File: config.mk
export PLATFORM = sky130hd
export DESIGN_NAME = icache_mem_top
export DESIGN_NICKNAME = d
export VERILOG_FILES = /design/src/design/mem_pkg.sv /design/src/design/icache_ctrl.sv /design/src/design/icache_mem.sv /design/src/design/icache_mem_top.sv /design/src/design/mem_arbiter.sv
export VERILOG_INCLUDE_DIRS = /design/src /design/src/design
export SDC_FILE = /design/constraint.sdc
export NUM_CORES = 2
export LEC_CHECK = 0
export BUFFER_PORTS_ARGS = -buffer_cell sky130_fd_sc_hd__buf_2
export CORE_ASPECT_RATIO = 2
export CORE_UTILIZATION = 65
export DETAILED_ROUTE_END_ITERATION = 6
export PLACE_DENSITY_LB_ADDON = 0.12
export SETUP_SLACK_MARGIN = 0.5
export SLEW_MARGIN = 20
export SYNTH_ARGS = -nofsm -noshare
export SYNTH_HDL_FRONTEND = slang
export SYNTH_HIERARCHICAL = 1
export SYNTH_SLANG_ARGS = --single-unit
File: constraint.sdc
create_clock -name clock -period 11.7 [get_ports clock]
set_input_delay 0.585 -clock clock [delete_from_list [all_inputs] [get_ports clock]]
set_output_delay 0.585 -clock clock [all_outputs]
set_load 0.05 [all_outputs]
File: src/design/mem_consts.svh
/*
 * memory subsystem constants
 * address and block widths, instruction cache geometry, bus tag width
 */

`ifndef MEM_CONSTS_SVH
`define MEM_CONSTS_SVH

// byte address on the memory bus
`define MEM_ADDR_W   32

// one memory block is a double word
`define MEM_BLOCK_W  64

// direct-mapped instruction cache
`define IC_LINES     32
`define IC_INDEX_W   5
`define IC_TAG_W     8

// byte offset inside a block
`define IC_OFFSET_W  3

// response and reply tags
// zero is reserved for no tag
`define MEM_TAG_W    4

`endif

File: src/design/mem_pkg.sv
/*
 * memory subsystem types
 * bus commands, bus tags, data blocks and the two views of a fetch address
 */

`include "mem_consts.svh"

package mem_pkg;

	// command encoding seen by the memory
	typedef enum logic [1:0] {
		BUS_NONE  = 2'h0,
		BUS_LOAD  = 2'h1,
		BUS_STORE = 2'h2
	} bus_command_t;

	// transaction tag
	// 0 means rejected or nothing returned
	typedef logic [`MEM_TAG_W-1:0] mem_tag_t;

	// one memory block
	typedef logic [`MEM_BLOCK_W-1:0] mem_block_t;

	// fields as the cache sees them
	// top 16 bits are not part of the tag
	typedef struct packed {
		logic [`MEM_ADDR_W-`IC_TAG_W-`IC_INDEX_W-`IC_OFFSET_W-1:0] unused;
		logic [`IC_TAG_W-1:0]    tag;
		logic [`IC_INDEX_W-1:0]  index;
		logic [`IC_OFFSET_W-1:0] offset;
	} fetch_fields_t;

	// flat view goes on the bus, field view feeds the cache
	typedef union packed {
		logic [`MEM_ADDR_W-1:0] addr;
		fetch_fields_t          fields;
	} fetch_addr_t;

endpackage

File: src/design/icache_ctrl.sv
/*
 * instruction cache controller
 * tag compare for the fetch address, miss request to the memory bus,
 * tracking of the one outstanding tag and the fill of the returned block
 */

`timescale 1ns/100ps

`include "mem_consts.svh"

module icache_ctrl (
	input  logic                   clock,
	input  logic                   rst_n,

	// fetch side
	input  mem_pkg::fetch_addr_t   fetch_addr,
	output mem_pkg::mem_block_t    fetch_data,
	output logic                   fetch_valid,

	// line store read
	output logic [`IC_INDEX_W-1:0] rd_index,
	input  mem_pkg::mem_block_t    rd_data,
	input  logic [`IC_TAG_W-1:0]   rd_tag,
	input  logic                   rd_valid,

	// line store fill
	output logic                   fill_en,
	output logic [`IC_INDEX_W-1:0] fill_index,
	output logic [`IC_TAG_W-1:0]   fill_tag,

	// request into the arbiter
	output mem_pkg::bus_command_t  icache_command,
	output logic [`MEM_ADDR_W-1:0] icache_addr,
	input  mem_pkg::mem_tag_t      icache_response,
	input  mem_pkg::mem_tag_t      icache_tag
);

	import mem_pkg::*;

	// hit on the current fetch address
	logic                   hit;
	// load driven on the bus this cycle
	logic                   issue;
	// memory took the load this cycle
	logic                   accepted;
	// low in reset and the first cycle after it
	logic                   reset_done;
	// tag of the load in flight, 0 when idle
	mem_tag_t               pending_tag;
	// line the load in flight will fill
	logic [`IC_INDEX_W-1:0] miss_index;
	logic [`IC_TAG_W-1:0]   miss_tag;
	// block-aligned copy of the fetch address
	fetch_addr_t            req_addr;

	////////////////////////////////////////////////////////////
	// lookup
	////////////////////////////////////////////////////////////

	// index field selects the line
	assign rd_index = fetch_addr.fields.index;

	// tag compare against the stored line
	assign hit = rd_valid && (rd_tag == fetch_addr.fields.tag);

	// hit data goes out in the same cycle
	assign fetch_data  = rd_data;
	assign fetch_valid = hit;

	////////////////////////////////////////////////////////////
	// miss request
	////////////////////////////////////////////////////////////

	// bus stays idle until one clock after reset
	always_ff @(posedge clock or negedge rst_n) begin
		if (!rst_n) begin
			reset_done <= 1'b0;
		end else begin
			reset_done <= 1'b1;
		end
	end

	// clear the byte offset for the bus
	always_comb begin
		req_addr = fetch_addr;
		req_addr.fields.offset = '0;
	end

	assign icache_addr = req_addr.addr;

	// only one load at a time
	// the fill cycle itself still has a pending tag so nothing new goes out
	assign issue = reset_done && !hit && (pending_tag == '0);

	assign icache_command = issue ? BUS_LOAD : BUS_NONE;

	// nonzero response means the memory took it
	assign accepted = issue && (icache_response != '0);

	////////////////////////////////////////////////////////////
	// reply matching and fill
	////////////////////////////////////////////////////////////

	// pending tag never matches 0 so an idle bus tag is ignored
	assign fill_en = (pending_tag != '0) && (icache_tag == pending_tag);

	assign fill_index = miss_index;
	assign fill_tag   = miss_tag;

	// outstanding tag
	always_ff @(posedge clock or negedge rst_n) begin
		if (!rst_n) begin
			pending_tag <= '0;
		end else if (accepted) begin
			pending_tag <= icache_response;
		end else if (fill_en) begin
			pending_tag <= '0;
		end
	end

	// remember where the block belongs
	// fetch address may move while the load is out
	always_ff @(posedge clock) begin
		if (accepted) begin
			miss_index <= fetch_addr.fields.index;
			miss_tag   <= fetch_addr.fields.tag;
		end
	end

endmodule

File: src/design/icache_mem.sv
/*
 * instruction cache line store
 * 32 direct-mapped lines of data, tag and valid
 * one combinational read port, one fill port written on the clock
 */

`timescale 1ns/100ps

`include "mem_consts.svh"

module icache_mem (
	input  logic                   clock,
	input  logic                   rst_n,

	// read port
	input  logic [`IC_INDEX_W-1:0] rd_index,
	output mem_pkg::mem_block_t    rd_data,
	output logic [`IC_TAG_W-1:0]   rd_tag,
	output logic                   rd_valid,

	// fill port
	input  logic                   fill_en,
	input  logic [`IC_INDEX_W-1:0] fill_index,
	input  logic [`IC_TAG_W-1:0]   fill_tag,
	input  mem_pkg::mem_block_t    fill_data
);

	import mem_pkg::*;

	////////////////////////////////////////////////////////////
	// storage
	////////////////////////////////////////////////////////////

	// block payload per line
	mem_block_t             data_array [`IC_LINES];
	// tag per line
	logic [`IC_TAG_W-1:0]   tag_array  [`IC_LINES];
	// one valid bit per line
	logic [`IC_LINES-1:0]   valid_bits;

	// valid bits are the only control state here
	always_ff @(posedge clock or negedge rst_n) begin
		if (!rst_n) begin
			valid_bits <= '0;
		end else if (fill_en) begin
			valid_bits[fill_index] <= 1'b1;
		end
	end

	// data and tag written together on a fill
	always_ff @(posedge clock) begin
		if (fill_en) begin
			data_array[fill_index] <= fill_data;
			tag_array[fill_index]  <= fill_tag;
		end
	end

	////////////////////////////////////////////////////////////
	// read port
	////////////////////////////////////////////////////////////

	// straight out of the arrays
	// a fill in this cycle shows up next cycle
	always_comb begin
		rd_data  = data_array[rd_index];
		rd_tag   = tag_array[rd_index];
		rd_valid = valid_bits[rd_index];
	end

endmodule

File: src/design/icache_mem_top.sv
/*
 * instruction cache and memory arbiter
 * fetch and data ports sharing one tagged memory bus
 */

`timescale 1ns/100ps

`include "mem_consts.svh"

module icache_mem_top (
	input  logic                   clock,
	input  logic                   rst_n,

	// fetch port
	input  mem_pkg::fetch_addr_t   fetch_addr,
	output mem_pkg::mem_block_t    fetch_data,
	output logic                   fetch_valid,

	// data port
	input  mem_pkg::bus_command_t  dcache_command,
	input  logic [`MEM_ADDR_W-1:0] dcache_addr,
	input  logic [1:0]             dcache_size,
	input  mem_pkg::mem_block_t    dcache_data,
	output mem_pkg::mem_tag_t      dcache_response,
	output mem_pkg::mem_tag_t      dcache_tag,
	output mem_pkg::mem_block_t    dcache_data_out,

	// memory bus
	output mem_pkg::bus_command_t  mem_command,
	output logic [`MEM_ADDR_W-1:0] mem_addr,
	output mem_pkg::mem_block_t    mem_data,
	output logic [1:0]             mem_size,
	input  mem_pkg::mem_tag_t      mem_response,
	input  mem_pkg::mem_tag_t      mem_tag,
	input  mem_pkg::mem_block_t    mem_data_in
);

	import mem_pkg::*;

	// controller to line store
	logic [`IC_INDEX_W-1:0] rd_index;
	mem_block_t             rd_data;
	logic [`IC_TAG_W-1:0]   rd_tag;
	logic                   rd_valid;
	logic                   fill_en;
	logic [`IC_INDEX_W-1:0] fill_index;
	logic [`IC_TAG_W-1:0]   fill_tag;

	// controller to arbiter
	bus_command_t           icache_command;
	logic [`MEM_ADDR_W-1:0] icache_addr;
	mem_tag_t               icache_response;
	mem_tag_t               icache_tag;

	////////////////////////////////////////////////////////////
	// instruction cache
	////////////////////////////////////////////////////////////

	icache_ctrl u_icache_ctrl (
		.clock           (clock),
		.rst_n           (rst_n),
		.fetch_addr      (fetch_addr),
		.fetch_data      (fetch_data),
		.fetch_valid     (fetch_valid),
		.rd_index        (rd_index),
		.rd_data         (rd_data),
		.rd_tag          (rd_tag),
		.rd_valid        (rd_valid),
		.fill_en         (fill_en),
		.fill_index      (fill_index),
		.fill_tag        (fill_tag),
		.icache_command  (icache_command),
		.icache_addr     (icache_addr),
		.icache_response (icache_response),
		.icache_tag      (icache_tag)
	);

	// fill data taken straight off the bus
	icache_mem u_icache_mem (
		.clock      (clock),
		.rst_n      (rst_n),
		.rd_index   (rd_index),
		.rd_data    (rd_data),
		.rd_tag     (rd_tag),
		.rd_valid   (rd_valid),
		.fill_en    (fill_en),
		.fill_index (fill_index),
		.fill_tag   (fill_tag),
		.fill_data  (mem_data_in)
	);

	////////////////////////////////////////////////////////////
	// bus sharing
	////////////////////////////////////////////////////////////

	mem_arbiter u_mem_arbiter (
		.icache_command  (icache_command),
		.icache_addr     (icache_addr),
		.icache_response (icache_response),
		.icache_tag      (icache_tag),
		.dcache_command  (dcache_command),
		.dcache_addr     (dcache_addr),
		.dcache_size     (dcache_size),
		.dcache_data     (dcache_data),
		.dcache_response (dcache_response),
		.dcache_tag      (dcache_tag),
		.dcache_data_out (dcache_data_out),
		.mem_command     (mem_command),
		.mem_addr        (mem_addr),
		.mem_data        (mem_data),
		.mem_size        (mem_size),
		.mem_response    (mem_response),
		.mem_tag         (mem_tag),
		.mem_data_in     (mem_data_in)
	);

endmodule

File: src/design/mem_arbiter.sv
/*
 * memory bus arbiter
 * data port has priority over instruction fetch
 * responses gated per side, reply tag and data broadcast to both
 */

`timescale 1ns/100ps

`include "mem_consts.svh"

module mem_arbiter (
	// fetch side
	input  mem_pkg::bus_command_t  icache_command,
	input  logic [`MEM_ADDR_W-1:0] icache_addr,
	output mem_pkg::mem_tag_t      icache_response,
	output mem_pkg::mem_tag_t      icache_tag,

	// data side
	input  mem_pkg::bus_command_t  dcache_command,
	input  logic [`MEM_ADDR_W-1:0] dcache_addr,
	input  logic [1:0]             dcache_size,
	input  mem_pkg::mem_block_t    dcache_data,
	output mem_pkg::mem_tag_t      dcache_response,
	output mem_pkg::mem_tag_t      dcache_tag,
	output mem_pkg::mem_block_t    dcache_data_out,

	// memory bus
	output mem_pkg::bus_command_t  mem_command,
	output logic [`MEM_ADDR_W-1:0] mem_addr,
	output mem_pkg::mem_block_t    mem_data,
	output logic [1:0]             mem_size,
	input  mem_pkg::mem_tag_t      mem_response,
	input  mem_pkg::mem_tag_t      mem_tag,
	input  mem_pkg::mem_block_t    mem_data_in
);

	import mem_pkg::*;

	// size code for a whole block
	localparam logic [1:0] SIZE_DOUBLE = 2'h3;

	// data side owns the bus this cycle
	logic data_active;
	// fetch side owns the bus this cycle
	logic fetch_active;

	assign data_active  = (dcache_command != BUS_NONE);
	assign fetch_active = !data_active && (icache_command != BUS_NONE);

	////////////////////////////////////////////////////////////
	// request mux
	////////////////////////////////////////////////////////////

	// fetch carries no store data
	always_comb begin
		if (data_active) begin
			mem_command = dcache_command;
			mem_addr    = dcache_addr;
			mem_data    = dcache_data;
			mem_size    = dcache_size;
		end else begin
			mem_command = icache_command;
			mem_addr    = icache_addr;
			mem_data    = '0;
			mem_size    = SIZE_DOUBLE;
		end
	end

	////////////////////////////////////////////////////////////
	// response routing
	////////////////////////////////////////////////////////////

	// losing side sees 0 and retries
	assign dcache_response = data_active  ? mem_response : '0;
	assign icache_response = fetch_active ? mem_response : '0;

	// replies go to both sides, each matches its own tag
	assign dcache_tag      = mem_tag;
	assign icache_tag      = mem_tag;
	assign dcache_data_out = mem_data_in;

endmodule

**After elaboration in Yosys (flattened, before gate mapping)**

Memories as Yosys holds them, arrays and structs flattened.
Index checks and enable logic that the tools add are counted.

- Bits in registers: 50
- Latch bits: 0
- Bits in writable memories: 2,304
- Memory bits (read-only): 0
- Input bits: 206
- Output and inout bits: 237
- Logic and storage cells: 43
- Memories kept: 2

- $add $sub $neg: 0
- $mul: 0
- Divide/modulo/power cells: 0
- Order comparisons: 3
- Equality and inequality tests: 2
- Shift operators: 0
- Mux-type cells: 15
- Bitwise logic cells: 1
- Reductions and logical operators: 15

Memories:

| memory | words | bits a word | rd ports | clocked after memory_dff | wr ports | RTL line | text |
|---|---|---|---|---|---|---|---|
| u_icache_mem.data_array | 32 | 64 | 1 | 0 | 1 | icache_mem.sv:35 | `` mem_block_t data_array [`IC_LINES]; `` |
| u_icache_mem.tag_array | 32 | 8 | 1 | 0 | 1 | icache_mem.sv:37 | `` logic [`IC_TAG_W-1:0] tag_array [`IC_LINES]; `` |

Operator list:

| operator | number |
|---|---|
| 2-to-1 mux 64 bit | 1 |
| 2-to-1 mux 32 bit | 1 |
| bitwise OR 32 bit | 1 |
| 2-to-1 mux 4 bit | 4 |
| less-than comparator 5 x 6 -> 1 bit, second input constant | 2 |
| equality test 8 bit | 1 |
| nonzero test 4 bit | 2 |
| logical AND 1 bit | 7 |
| nonzero test 2 bit | 3 |
| binary-select mux 1 bit (select 5 bit) | 1 |
| demux 1 bit (select 5 bit) | 1 |
| >= comparator 5 x 1 -> 1 bit, second input constant | 1 |
| 2-to-1 mux 1 bit | 5 |
| equality test 4 bit | 1 |
| zero test 4 bit | 1 |
| 2-to-1 mux 2 bit | 2 |
| zero test 1 bit | 2 |

**Longest topological paths before layout**

- Depth in word-level cells: 13
- Mapped depth: 18
- Mapped depth without buffers: 12

**By module**

Netlist, hierarchy kept.

Modules (own cells, without submodules):

| module | instances | cells an instance | area each (µm²) | sequential area each (µm²) |
|---|---|---|---|---|
| icache_mem | 1 | 3,500 | 88,727.6 | 69,987.1 |
| icache_ctrl | 1 | 157 | 1,576.5 | 515.5 |
| mem_arbiter | 1 | 195 | 1,480.2 | 0.0 |

**Worst setup path before layout**

Ideal clock, no wire load.

- Kind: input to register
- Start: input port mem_tag[2]
- End: memory u_icache_mem/data_array[12][0] (netlist name), enable pin
- Library setup time: 0.504 ns
- Data arrival time: 4.897 ns
- Data required time: 11.196 ns
- Path slack: 6.299 ns
- Stages: 8
- Path buffers: 2
- Cells stage by stage: buf_4 xor2_1 nor3_2 nand3_2 inv_1 or3b_2 clkbuf_1 nor2_1

- Cells in the longest elaborated chain, start to end: 4

RTL lines:

| element | RTL line | text |
|---|---|---|
| from (decl) | icache_mem_top.sv:34 | `input mem_pkg::mem_tag_t mem_tag,` |
| equality test 4 bit | icache_ctrl.sv:105 | `assign fill_en = (pending_tag != '0) && (icache_tag == pending_tag);` |
| logical AND 1 bit | icache_ctrl.sv:105 |  |
| net fill_en | icache_mem_top.sv:45 | `logic fill_en;` |
| 2-to-1 mux 1 bit | icache_mem.sv:52 | `if (fill_en) begin` |
| 2-to-1 mux 1 bit (implied by the code) | icache_mem.sv:53 | `data_array[fill_index] <= fill_data;` |
| to (decl) | icache_mem.sv:35 |  |

The timed path passes the listed nets, and every way through them passes these cells.

**Worst setup path in the final report**

- Start: input port fetch_addr[3] (netlist name)
- End: output port mem_command[0]

- Cells in the longest elaborated chain, start to end: 8
- Elaborated cells between the ends (all ways): 10
- Classes of those cells: eq/ne (1); mux (4); reduce/logical (4); memory (1)

RTL lines:

| element | RTL line | text |
|---|---|---|
| from (decl) | icache_mem_top.sv:15 | `input mem_pkg::fetch_addr_t fetch_addr,` |
| memory read (32 x 8 bit) | - |  |
| net rd_tag[3] | icache_mem_top.sv:43 | `` logic [`IC_TAG_W-1:0] rd_tag; `` |
| equality test 8 bit | icache_ctrl.sv:64 | `assign hit = rd_valid && (rd_tag == fetch_addr.fields.tag);` |
| logical AND 1 bit | icache_ctrl.sv:64 |  |
| zero test 1 bit | icache_ctrl.sv:93 | `assign issue = reset_done && !hit && (pending_tag == '0);` |
| logical AND 1 bit (2 in a row) | icache_ctrl.sv:93 |  |
| 2-to-1 mux 1 bit | icache_ctrl.sv:95 | `assign icache_command = issue ? BUS_LOAD : BUS_NONE;` |
| net icache_command[0] | icache_mem_top.sv:50 | `bus_command_t icache_command;` |
| 2-to-1 mux 2 bit | mem_arbiter.sv:56 | `if (data_active) begin` |
| to (decl) | icache_mem_top.sv:29 | `output mem_pkg::bus_command_t mem_command,` |

The timed path passes the listed nets, and every way through them passes these cells. The select of a mux whose other input is x is not followed.

==> results.toml <==
[power]
combPwrFrac_pct = 7.0
p_sw_share_pct = 21.7
p_int_mw = 13.2
leakage_nw = 32.4
switchingPower_mw = 3.66
clkPwrFrac_pct = 37.4
power_density_mw_per_mm2 = 167
report.power.total_mw = 16.9
pwr-share-seq_pct = 55.6
ir_drop_mv = 0.201

[drt]
wl_per_cell_um = 35.5
avgViaCountPerCell = 6.86
ant_nets = 0
wirelength_um = 222000
drc = 0
dr.pass1.iters = 6
dr.first_iter.drc_count = 4430
num_vias = 42800

[timing]
skew_ns = 0.0404
worst_pin_slew_ns = 1.20
finalHoldViolations = 0
rsz0062_at_grt = "false"
clock.fmax_mhz = 166
layout_min_cycle_time_ns = 6.01
setup_viol = 0
tns_ns = 0
min_period_over_period_pct = 51.4
whs_ns = 0.0718
relSlewSlack_pct = 19.6
setup_slack_ns = 5.69
slew_violations = 0

[logic_synthesis]
synth.cell_area_mm2 = 0.0918
synth.top_cell.area_share_pct = 75.8
avgSynthCellArea_um2 = 23.8
synth_largest_area_cell = "edfxtp_1"
synth_area_leaders = "edfxtp_1 (76%), mux4_2 (17%), buf_4 (1.7%)"
synth_edf_count = 2317
ys_seq_area_share_pct = 76.8
synth-main-ff-cell = "edfxtp_1"
yosys_warnings = 6
synth_cells = 3852
synth_cell_types = 48
async_flop_share_pct = 1.57
ys_ff_latch = 2354

[cells_and_area]
fin_nets = 4432
fin_area_mm2 = 0.101
utilization_pct = 72.4
layout-drive-gt1-share_pct = 38.2
final_cells = 6237
area_growth_pct = 10.3

[clocking]
cts_buffer_depth = 4
cts_tree = "yes"
cts_sinks = 2354
h-tree-depth = 4
clkTransAtPathRegs_ns = 0.07
clk_latency_ns = 0.83
ctsResizeCount = 0
cts_root_buf = "clkbuf_16"
cts_made_buffers = 195

[setup_path]
critPathKind = "in -> out"
crit_path_start_kind = "input pin"
arrival_ns = 5.43
reg2reg_depth = 8
required_ns = 11.12
critPathCaptureType = "output pin"
cp_max_fo = 61

[worst_hold_path]
whs_path_depth = 1
hp-class = "in -> reg"

[floorplanning]
core_area_mm2 = 0.140
die_area_mm2 = 0.143
die_w_um = 268
die-height_um = 533
initial_core_util_pct = 65.6
rows = 194
io_pins = 443

[grt]
grt_pass1_vias = 43500
grt_max_degree = 142
grt.overflow.total = 0
grt_pass1_wl_um = 314000
antenna_found_initial = 10
grt_usage_pct = 31.8

[placement]
gp_congestion = 0.760
port_buffers = 439
dpl-instance-area_mm2 = 0.0952
placedCellCount = 5890
place_worst_setup_slack_ns = 4.81
hpwl_um = 114000

[status]
status = "finished, final reports clean"

[run]
maxCapViolations = 0
-- cell type report --
type | instances | area (um2)
clock buffers | 235 | 5070
repair buffers | 540 | 3120
well taps | 1862 | 2330
multi-input cells | 1131 | 19200
fillers | 7951 | 38600
clock inverters | 104 | 943
flip-flops and latches | 2354 | 70500
inverters | 4 | 15.0
diodes | 7 | 17.5
-- power by group through the flow --
stage | Clock (mW) | Sequential, mW | Combinational [mW]
global route | 6.66 | 9.39 | 1.25
global placement | 0 | 9.56 | 1.17
floorplan | 0 | 9.56 | 0.868
CTS | 6.38 | 9.39 | 1.20
finish | 6.32 | 9.39 | 1.19
detailed placement | 0 | 9.57 | 1.19
-- sequential cells by signal (all words and copies together) (netlist names) --
register / cells
u_icache_ctrl/pending_tag: 4
u_icache_ctrl/fill_index: 5
u_icache_ctrl/fill_tag: 8
u_icache_mem/valid_bits: 32
u_icache_ctrl/reset_done: 1
u_icache_mem/data_array: 2048
u_icache_mem/tag_array: 256
-- metal layers --
metal	global-route usage, %	vias up	routed length (um)
li1	-	16900	-
met1	41.3	23100	77100
met2	55.8	2377	119000
met3	3.72	438	17200
met4	11.5	2	8260
met5	0	-	11
-- kinds of logic after synthesis --
kind of cell | share of synthesized area (%)
compound gates | 0.583
xor+xnor | 0.115
buf+inv | 2.55
flops | 76.8
mux | 18.7
other cells | 0.00818
simple gates | 1.24
-- synth_stat cells, drive strengths merged (2+ instances only) --
library cell,n
conb,2
xor2,2
buf,302
dfrtp,37
o31a,3
o221ai,4
clkbuf,64
nor4,2
nor2b,74
a221oi,18
and2,5
nor2,45
o2bb2ai,8
nand3,4
nand2,6
mux2i,53
nand3b,5
nand4b,4
o211ai,3
inv,4
or2,34
nand2b,2
xnor2,10
nor3,3
a211oi,5
o21ai,12
mux4,679
mux2,118
and3b,4
a22oi,3
edfxtp,2317
o22ai,14
-- critical path, stage by stage --
cell and delay, ns:
buf_8 0.48, buf_4 0.76, buf_4 0.86, mux4_2 0.61, mux2_2 0.29, o22ai_1 0.19
a221oi_1 0.12, xnor2_1 0.17, nand4_1 0.24, nor3_4 0.45, nor2_1 0.13, inv_1 0.07
o21ai_0 0.07, buf_2 0.21
-- cells in the final DEF (no fill, tap or decap), drive strengths merged, types with 2 or more instances in the layout --
| cell type | netlist | final |
|---|---|---|
| edfxtp | 2317 | 2317 |
| mux4 | 679 | 679 |
| buf | 302 | 537 |
| clkbuf | 64 | 237 |
| mux2 | 118 | 118 |
| clkinv | 0 | 76 |
| nor2b | 74 | 74 |
| mux2i | 53 | 53 |
| nor2 | 45 | 45 |
| dfrtp | 37 | 37 |
| or2 | 34 | 34 |
| a221oi | 18 | 18 |
| bufinv | 0 | 17 |
| o22ai | 14 | 14 |
| o21ai | 12 | 12 |
| xnor2 | 10 | 10 |
| o2bb2ai | 8 | 8 |
| inv | 4 | 8 |
| diode | 0 | 7 |
| clkinvlp | 0 | 7 |
| nand2 | 6 | 6 |
| conb | 2 | 5 |
| and2 | 5 | 5 |
| a211oi | 5 | 5 |
| nand3b | 5 | 5 |
| nand4b | 4 | 4 |
| o221ai | 4 | 4 |
| and3b | 4 | 4 |
| nand3 | 4 | 4 |
| a22oi | 3 | 3 |
| o211ai | 3 | 3 |
| o31a | 3 | 3 |
| nor3 | 3 | 3 |
| xor2 | 2 | 2 |
| nand2b | 2 | 2 |
| nor4 | 2 | 2 |
-- worst paths after layout --
kind | startpoint | to | slack, ns
setup / recovery | fetch_addr[3] | mem_command[0] | 5.69
hold / removal | fetch_addr[9] | u_icache_ctrl/fill_tag[1]$_DFFE_PP_ | 0.07
setup reg to reg | u_icache_ctrl/pending_tag[2]$_DFFE_PN0P_ | u_icache_mem/data_array[26][28]$_DFFE_PP_ | 6.85
hold reg to reg | u_icache_mem/valid_bits[19]$_DFFE_PN0P_ | u_icache_mem/valid_bits[19]$_DFFE_PN0P_ | 0.47
max in group asynchronous | rst_n | u_icache_mem/valid_bits[25]$_DFFE_PN0P_ | 10.66
min in group asynchronous | rst_n | u_icache_ctrl/pending_tag[2]$_DFFE_PN0P_ | 0.43
-- timing repair --
action / CTS / global route
hold buffers: 1 / 0
endpoints found under the hold margin: 37 / 0
setup buffers: 0 / 0
Power figures use the tool's default switching activity.
